`src/design/alu_pkg.sv`:
```
// Widths, encodings and packed structs shared by the ALU lane RTL and its testbench.
package alu_pkg;

  localparam int DATA_W    = 64;
  localparam int NUM_FWD   = 4;               // Result-forwarding buses.
  localparam int FWD_IDX_W = $clog2(NUM_FWD);
  localparam int SHAMT_W   = $clog2(DATA_W);  // Shift count, 64-bit form.
  localparam int SHAMT32_W = SHAMT_W - 1;     // Shift count, 32-bit form.

  typedef logic [DATA_W-1:0]    word_t;
  typedef word_t [NUM_FWD-1:0]  fwd_bus_t;
  typedef logic [FWD_IDX_W-1:0] fwd_idx_t;
  typedef logic [SHAMT_W-1:0]   shamt_t;

  // Where an operand comes from.
  typedef enum logic [1:0] {
    src_issue    = 2'd0,
    src_bus_now  = 2'd1,
    src_bus_prev = 2'd2
  } fwd_mode_e;

  typedef struct packed {
    fwd_mode_e mode;
    fwd_idx_t  idx;
  } fwd_sel_t;

  typedef enum logic [3:0] {
    op_add = 4'd0,
    op_sub = 4'd1,
    op_and = 4'd2,
    op_or  = 4'd3,
    op_xor = 4'd4,
    op_shl = 4'd5,
    op_shr = 4'd6,
    op_sar = 4'd7,
    op_cmp = 4'd8
  } alu_op_e;

  typedef struct packed {
    alu_op_e op;
    logic    is32;
  } alu_uop_t;

  typedef struct packed {
    logic     valid;
    alu_uop_t uop;
    word_t    a;
    word_t    b;
    fwd_sel_t a_sel;
    fwd_sel_t b_sel;
  } alu_issue_t;

  typedef enum logic [1:0] {
    unit_add   = 2'd0,
    unit_logic = 2'd1,
    unit_shift = 2'd2
  } alu_unit_e;

  typedef enum logic [1:0] {
    logic_and = 2'd0,
    logic_or  = 2'd1,
    logic_xor = 2'd2
  } logic_fn_e;

  typedef struct packed {
    logic      valid;
    logic      is32;
    alu_unit_e unit;
    logic      invert_b;     // Subtract.
    logic_fn_e logic_fn;
    logic      shift_arith;
    logic      shift_right;
    logic      wr_result;
  } alu_ctrl_t;

  typedef struct packed {
    logic zero;
    logic sign;
    logic carry;
    logic overflow;
  } alu_flags_t;

  typedef struct packed {
    alu_flags_t flags;
    logic       wr_result;
  } alu_ret_t;

endpackage

```
`src/design/operand_forward.sv`:
```
// Stage-1 operand select between the issued value and the forwarding buses, now or one cycle back.
`timescale 1ns/1ps

module operand_forward
  import alu_pkg::*;
(
  input  logic     clk,
  input  logic     rst,
  input  word_t    value,
  input  fwd_sel_t sel,
  input  fwd_bus_t fwd_bus,
  output word_t    operand
);

  fwd_bus_t fwd_prev;  // Bus values from the previous cycle.
  word_t    picked;

  // One cycle of history on every bus.
  always_ff @(posedge clk) begin
    fwd_prev <= fwd_bus;
  end

  always_comb begin
    case (sel.mode)
      src_bus_now: begin
        picked = fwd_bus[sel.idx];
      end
      src_bus_prev: begin
        picked = fwd_prev[sel.idx];
      end
      default: begin
        picked = value;  // Issued value.
      end
    endcase
  end

  always_ff @(posedge clk) begin
    if (rst) begin
      operand <= '0;
    end else begin
      operand <= picked;
    end
  end

endmodule

```
`src/design/op_decode.sv`:
```
// Stage-1 decoder; turns an issued op into registered control fields for the execute stage.
`timescale 1ns/1ps

module op_decode
  import alu_pkg::*;
(
  input  logic      clk,
  input  logic      rst,
  input  logic      flush,
  input  logic      valid,
  input  alu_uop_t  uop,
  output alu_ctrl_t ctrl
);

  alu_ctrl_t dec;

  always_comb begin
    dec             = '0;
    dec.valid       = valid;
    dec.is32        = uop.is32;
    dec.wr_result   = 1'b1;
    case (uop.op)
      op_add: dec.unit = unit_add;
      op_sub: begin
        dec.unit     = unit_add;
        dec.invert_b = 1'b1;
      end
      op_cmp: begin
        dec.unit      = unit_add;
        dec.invert_b  = 1'b1;
        dec.wr_result = 1'b0;  // Flags only.
      end
      op_and: begin
        dec.unit     = unit_logic;
        dec.logic_fn = logic_and;
      end
      op_or: begin
        dec.unit     = unit_logic;
        dec.logic_fn = logic_or;
      end
      op_xor: begin
        dec.unit     = unit_logic;
        dec.logic_fn = logic_xor;
      end
      op_shl: dec.unit = unit_shift;
      op_shr: begin
        dec.unit        = unit_shift;
        dec.shift_right = 1'b1;
      end
      op_sar: begin
        dec.unit        = unit_shift;
        dec.shift_right = 1'b1;
        dec.shift_arith = 1'b1;
      end
      default: dec.valid = 1'b0;  // Unknown op is dropped.
    endcase
  end

  always_ff @(posedge clk) begin
    if (rst) begin
      ctrl <= '0;
    end else begin
      ctrl       <= dec;
      ctrl.valid <= dec.valid & ~flush;
    end
  end

endmodule

```
`src/design/alu_shift.sv`:
```
// Combinational logical and arithmetic shifter for the execute stage, 64-bit and 32-bit forms.
`timescale 1ns/1ps

module alu_shift
  import alu_pkg::*;
(
  input  word_t value,
  input  word_t amount,
  input  logic  is32,
  input  logic  arith,
  input  logic  right,
  output word_t shifted
);

  word_t  src;
  word_t  res;
  shamt_t amt;

  // In 32-bit form the low half is widened so one 64-bit shifter serves both.
  always_comb begin
    if (is32) begin
      src = {{(DATA_W/2){arith & value[DATA_W/2-1]}}, value[DATA_W/2-1:0]};
      amt = {1'b0, amount[SHAMT32_W-1:0]};
    end else begin
      src = value;
      amt = amount[SHAMT_W-1:0];
    end
  end

  always_comb begin
    if (!right) begin
      res = src << amt;
    end else if (arith) begin
      res = word_t'($signed(src) >>> amt);
    end else begin
      res = src >> amt;
    end
  end

  // Upper half is zero for 32-bit ops.
  always_comb begin
    if (is32) begin
      shifted = {{(DATA_W/2){1'b0}}, res[DATA_W/2-1:0]};
    end else begin
      shifted = res;
    end
  end

endmodule

```
`src/design/alu_exec.sv`:
```
// Stage-2 execute; adder, logic unit and shifter with flag generation and the result register.
`timescale 1ns/1ps

module alu_exec
  import alu_pkg::*;
(
  input  logic      clk,
  input  logic      rst,
  input  logic      flush,
  input  word_t     opa,
  input  word_t     opb,
  input  alu_ctrl_t ctrl,
  output word_t     result,
  output alu_ret_t  ret,
  output logic      result_valid
);

  localparam int HALF = DATA_W / 2;

  word_t             b_in;
  logic [DATA_W:0]   sum;
  word_t             logic_res;
  word_t             shift_res;
  word_t             raw;
  word_t             sized;
  logic              carry32;
  logic              a_msb;
  logic              b_msb;
  alu_flags_t        flags;

  assign b_in = ctrl.invert_b ? ~opb : opb;
  assign sum  = {1'b0, opa} + {1'b0, b_in} + {{DATA_W{1'b0}}, ctrl.invert_b};

  // Carry out of bit 31 recovered from the sum bit above it.
  assign carry32 = sum[HALF] ^ opa[HALF] ^ b_in[HALF];

  always_comb begin
    case (ctrl.logic_fn)
      logic_or:  logic_res = opa | opb;
      logic_xor: logic_res = opa ^ opb;
      default:   logic_res = opa & opb;
    endcase
  end

  alu_shift shift_i (
    .value   (opa),
    .amount  (opb),
    .is32    (ctrl.is32),
    .arith   (ctrl.shift_arith),
    .right   (ctrl.shift_right),
    .shifted (shift_res)
  );

  always_comb begin
    case (ctrl.unit)
      unit_logic: raw = logic_res;
      unit_shift: raw = shift_res;
      default:    raw = sum[DATA_W-1:0];
    endcase
    sized = ctrl.is32 ? {{HALF{1'b0}}, raw[HALF-1:0]} : raw;
  end

  assign a_msb = ctrl.is32 ? opa[HALF-1] : opa[DATA_W-1];
  assign b_msb = ctrl.is32 ? b_in[HALF-1] : b_in[DATA_W-1];

  always_comb begin
    flags.zero     = (sized == '0);
    flags.sign     = ctrl.is32 ? sized[HALF-1] : sized[DATA_W-1];
    flags.carry    = 1'b0;
    flags.overflow = 1'b0;
    if (ctrl.unit == unit_add) begin
      flags.carry    = ctrl.is32 ? carry32 : sum[DATA_W];
      flags.overflow = (a_msb == b_msb) && (flags.sign != a_msb);  // Signed overflow.
    end
  end

  always_ff @(posedge clk) begin
    result        <= sized;
    ret.flags     <= flags;
    ret.wr_result <= ctrl.wr_result;
  end

  always_ff @(posedge clk) begin
    if (rst) begin
      result_valid <= 1'b0;
    end else begin
      result_valid <= ctrl.valid & ~flush;
    end
  end

endmodule

```
`src/design/alu_lane.sv`:
```
// Integer ALU lane top; operand forwarding and decode in stage 1, execute in stage 2.
`timescale 1ns/1ps

module alu_lane
  import alu_pkg::*;
(
  input  logic       clk,
  input  logic       rst,
  input  logic       flush,
  input  alu_issue_t issue,
  input  fwd_bus_t   fwd_bus,
  output word_t      result,
  output alu_ret_t   ret,
  output logic       result_valid
);

  word_t     opa;
  word_t     opb;
  alu_ctrl_t ctrl;

  operand_forward fwd_a_i (
    .clk     (clk),
    .rst     (rst),
    .value   (issue.a),
    .sel     (issue.a_sel),
    .fwd_bus (fwd_bus),
    .operand (opa)
  );

  operand_forward fwd_b_i (
    .clk     (clk),
    .rst     (rst),
    .value   (issue.b),
    .sel     (issue.b_sel),
    .fwd_bus (fwd_bus),
    .operand (opb)
  );

  op_decode decode_i (
    .clk   (clk),
    .rst   (rst),
    .flush (flush),
    .valid (issue.valid),
    .uop   (issue.uop),
    .ctrl  (ctrl)
  );

  alu_exec exec_i (
    .clk          (clk),
    .rst          (rst),
    .flush        (flush),
    .opa          (opa),
    .opb          (opb),
    .ctrl         (ctrl),
    .result       (result),
    .ret          (ret),
    .result_valid (result_valid)
  );

endmodule

```
`config.mk`:
```
export PLATFORM = sky130hd
export DESIGN_NAME = alu_lane
export DESIGN_NICKNAME = d
export VERILOG_FILES = /design/src/design/alu_pkg.sv /design/src/design/operand_forward.sv /design/src/design/op_decode.sv /design/src/design/alu_shift.sv /design/src/design/alu_exec.sv /design/src/design/alu_lane.sv
export SDC_FILE = /design/constraint.sdc
export NUM_CORES = 2
export LEC_CHECK = 0
export BUFFER_PORTS_ARGS = -buffer_cell sky130_fd_sc_hd__buf_2
export CORE_MARGIN = 4
export CORE_UTILIZATION = 65
export DETAILED_ROUTE_END_ITERATION = 10
export HOLD_SLACK_MARGIN = 0.06
export PLACE_DENSITY_LB_ADDON = 0.08
export SETUP_SLACK_MARGIN = 0.2
export SYNTH_ARGS = -nofsm -noshare
export SYNTH_HDL_FRONTEND = slang
export SYNTH_SLANG_ARGS = --single-unit
```
`constraint.sdc`:
```
create_clock -name clk -period 10.35 [get_ports clk]
set_clock_uncertainty 0.15 [all_clocks]
set_input_delay 0.5175 -clock clk [delete_from_list [all_inputs] [get_ports clk]]
set_output_delay 0.5175 -clock clk [all_outputs]
set_load 0.1 [all_outputs]
```
==> metrics.csv, run 1 <==
metric,value,unit
status,stopped before the end,
failing_step,global routing (5_1_grt),
tool.error,[ERROR GRT-0116] Global routing finished with congestion. Check the congestion regions in the DRC Viewer.,
globalplace.congestion,1.33,
grt_max_degree,97,
synth_edf_count,0,
synth_area_leader_cell,dfxtp_1,
io_buffer_count,470,
num_rows,89,
initial_core_util,0.659,
overflow,880,
root_buffer,clkbuf_16,
synth_ff_type,dfxtp_1,
numCtsBuffers,47,
syn_area,0.0390,mm²
ys_seq_area_frac,0.238,
synth_area_per_cell,8.78,µm²
synth.top_cell.area_share,0.238,
grt_pass1_wl,426000,µm
hpwl,154000,µm
ys_ff_latch,464,
synth_area_leaders,"dfxtp_1 24%, mux4_2 18%, ha_1 6.7%",
mappedNetlistNets,5048,
syn-instance-count,4438,
htreeDepth,2,
die_h,253,µm
synthArstFlopShare,0,
grt.total_usage,0.887,
numClockSinks,464,
synth.distinct_cells,102,
grt_pass1_vias,58200,
ys_warn_count,0,
cts.path.max_buffers,3,
ioPinCount,471,
die_x,253,µm
[kinds of logic after synthesis]
group	synth area share
AO/OA/AOI/OAI	0.233
AND/OR/NAND/NOR	0.145
buffers and inverters	0.0571
multiplexers	0.236
flip-flops	0.238
adder cells (fa/ha/maj)	0.0673
XOR/XNOR	0.0227
[cell usage after synthesis, types with 15 or more instances]
cell and n:
a211o_1 22, a211oi_1 56, a21o_1 29, a21oi_1 339
a221oi_1 28, a22oi_1 154, a2bb2oi_1 41, a31oi_1 29
and2_1 15, and3_1 15, buf_1 90, buf_2 46
clkbuf_1 224, dfxtp_1 464, ha_1 208, inv_1 162
mux2_2 87, mux2i_1 101, mux4_2 319, nand2_1 323
nand2b_1 28, nand3_1 64, nand4_1 37, nor2_1 542
nor2b_1 23, nor3_1 89, nor4_1 28, o2111ai_1 19
o211ai_1 58, o21a_1 19, o21ai_0 212, o221ai_1 28
o22a_1 18, o22ai_1 91, o31ai_1 25, or3_1 23
xnor2_1 18, xor2_1 83
[routing by layer]
metal / global-route usage / overflow
met1: 0.874 / 62
met2: 0.979 / 364
met3: 0.809 / 129
met4: 0.904 / 291
met5: 0.641 / 34
[metrics by stage]
step                      worst slack (ps)  std cells  area (µm²)
after floorplan                       5220       4438       39000
after detailed placement              4580       5392       41500
after global placement                4510       5392       41500
after CTS                             4530       5817       46600
[timing repair]
item	4_1_cts
hold endpoints to repair	336
setup buffers	0
resized for setup	0
hold buffers	338
==> run 2, diff against run 1 <==
--- a/config.mk
+++ b/config.mk
@@ -7,11 +7,9 @@
 export LEC_CHECK = 0
 export BUFFER_PORTS_ARGS = -buffer_cell sky130_fd_sc_hd__buf_2
 export CORE_MARGIN = 4
-export CORE_UTILIZATION = 65
+export CORE_UTILIZATION = 40
 export DETAILED_ROUTE_END_ITERATION = 10
-export HOLD_SLACK_MARGIN = 0.06
-export PLACE_DENSITY_LB_ADDON = 0.08
-export SETUP_SLACK_MARGIN = 0.2
+export PLACE_DENSITY_LB_ADDON = 0.15
 export SYNTH_ARGS = -nofsm -noshare
 export SYNTH_HDL_FRONTEND = slang
 export SYNTH_SLANG_ARGS = --single-unit
==> run 2 against run 1 <==
Against the previous run: the flow now finishes, with violations (max-capacitance violations, max-slew violations); synthesized cell count unchanged; area after synthesis unchanged.
==> metrics.csv, run 2 <==
metric,value,unit
status,"complete, but fails checks",
violations,"max-capacitance violations, max-slew violations",
ys_seq_area_frac,0.238,
design_area,0.0480,mm²
cts.clk_slew.worst_paths,60,ps
synthArstFlopShare,0,
postPlaceCellArea,0.0424,mm²
initial_core_util,0.403,
area_growth_syn_to_layout,23.2,%
num_rows,114,
synth_area_per_cell,8.78,µm²
p_leak,0.0191,µW
synth_most_common_cell,nor2_1,
clkLatencyLatePin,680,ps
rsz0062_at_grt,false,
viasPerCell,6.80,
tns,0,ps
fin_crit,6470,ps
core-area,0.0967,mm²
route.final.wire_length,237000,µm
grt_max_degree,127,
fin_nets,5680,
hpwl,178000,µm
path_max_fanout,126,
dr.pass1.iters,6,
drv_slew,4,
critPathArrivalTime,6880,ps
largest_register_ffs,256,
numCtsBuffers,52,
drtIter0Drc,6498,
cap_violations,1,
setup_viol,0,
power.density,150,mW/mm²
largest-register,fwd_b_i.fwd_prev,
worst_pin_slew,1650,ps
synth.top_cell.area_share,0.238,
final-hold-violation-count,0,
final_common_cell,nor2_1,
numClockSinks,464,
die_area,0.102,mm²
die_h,320,µm
drive_above_1_share,0.227,
io_buffer_count,470,
synth_edf_count,0,
cts.path.max_buffers,3,
final_cell_mix,"538 x nor2_1, 465 x buf_2, 457 x dfxtp_1",
fmax,155,MHz
synth.distinct_cells,102,
synth_ff_type,dfxtp_1,
synth_area_leader_cell,dfxtp_1,
cp.required,10760,ps
overflow,0,
cts_tree,yes,
drc,0,
htreeDepth,2,
worstHoldPathType,primary input to flop,
critPathKind,flop to flop,
num_vias,43600,
syn_area,0.0390,mm²
syn-instance-count,4438,
antenna_found_initial,30,
mappedNetlistNets,5048,
synth_area_leaders,"dfxtp_1 24%, mux4_2 18%, ha_1 6.7%",
maxSlewHeadroom,-0.134,
grt_pass1_wl,329000,µm
wire_per_inst,37.0,µm
ioPinCount,471,
globalplace.congestion,1.14,
grt_pass1_vias,42500,
synth_common_cells,"542 x nor2_1, 464 x dfxtp_1, 339 x a21oi_1",
start_kind,flop,
period_share,0.625,
ys_ff_latch,464,
ant_nets,0,
die_x,320,µm
ys_warn_count,0,
ir_drop,141,µV
grt.total_usage,0.445,
root_buffer,clkbuf_16,
critPathCaptureType,flop,
run 2: cell counts after synthesis:
Identical to the previous run, type by type.
run 2: layer usage:
layer	vias to the layer above	track usage	wire length, µm
li1	18200	-	-
met1	21400	0.561	90000
met2	3261	0.664	99800
met3	761	0.155	29400
met4	12	0.254	17500
met5	-	0.00324	109
run 2: logic make-up after synthesis:
kind of cell	synth area share
AO/OA/AOI/OAI	0.233
XOR/XNOR	0.0227
adder cells (fa/ha/maj)	0.0673
buffers and inverters	0.0571
flip-flops	0.238
multiplexers	0.236
AND/OR/NAND/NOR	0.145
run 2: final cells by class:
cell class / instances / area, µm²
flip-flops and latches: 464 / 9310
clock buffers: 76 / 1540
inverters: 170 / 638
multi-input cells: 3425 / 27500
repair buffers: 957 / 6990
fillers: 9209 / 48700
well taps: 1276 / 1600
clock inverters: 20 / 334
diodes: 21 / 52.6
run 2: power breakdown:
part / switching (µW) / internal (µW)
logic: 2090 / 944
registers: 189 / 1940
clock network: 828 / 1210
run 2: metrics by stage:
step / setup WS (ps) / hold WS, ps / cells / utilization / power [µW]
finish: 3880 / 31.5 / 6409 / 0.496 / 7210
global route: 3810 / 17.0 / 6400 / 0.496 / 7370
CTS: 4130 / 3.13 / 6388 / 0.496 / 7080
detailed placement: 4140 / 174 / 5930 / 0.439 / 4930
global placement: 4130 / 174 / 5930 / 0.439 / 4950
floorplan: 5220 / 160 / 4438 / - / 3850
run 2: repair_timing:
| item | in CTS | in global routing |
|---|---|---|
| setup buffers | 0 | 0 |
| hold endpoints to repair | 362 | 0 |
| gates resized for setup | 0 | 0 |
| hold buffers | 362 | 0 |
run 2: critical path: stages (launching register included):
cell and delay, ps:
dfxtp_4 500, buf_12 500, clkinv_1 780, o211a_1 420, o2bb2ai_1 690, nand2_1 260
a211oi_2 770, o22ai_1 300, a21oi_1 170, or4b_2 640, nor4_1 600, nand4_1 260
nor4_2 180
run 2: path summary, 6_finish.rpt:
kind,startpoint,slack (ps),endpoint,depth (start not counted)
worst min register to register,decode_i.ctrl[0]$_SDFF_PP0_,190,exec_i.ret[0]$_DFF_P_,0
worst max-delay path,fwd_b_i.operand[1]$_SDFF_PP0_,3880,exec_i.ret[4]$_DFF_P_,12
worst max register to register,fwd_b_i.operand[1]$_SDFF_PP0_,3880,exec_i.ret[4]$_DFF_P_,12
worst min-delay path,issue[68],30,fwd_b_i.operand[60]$_SDFF_PP0_,3
No activity file was read; power rests on OpenSTA's default activity.
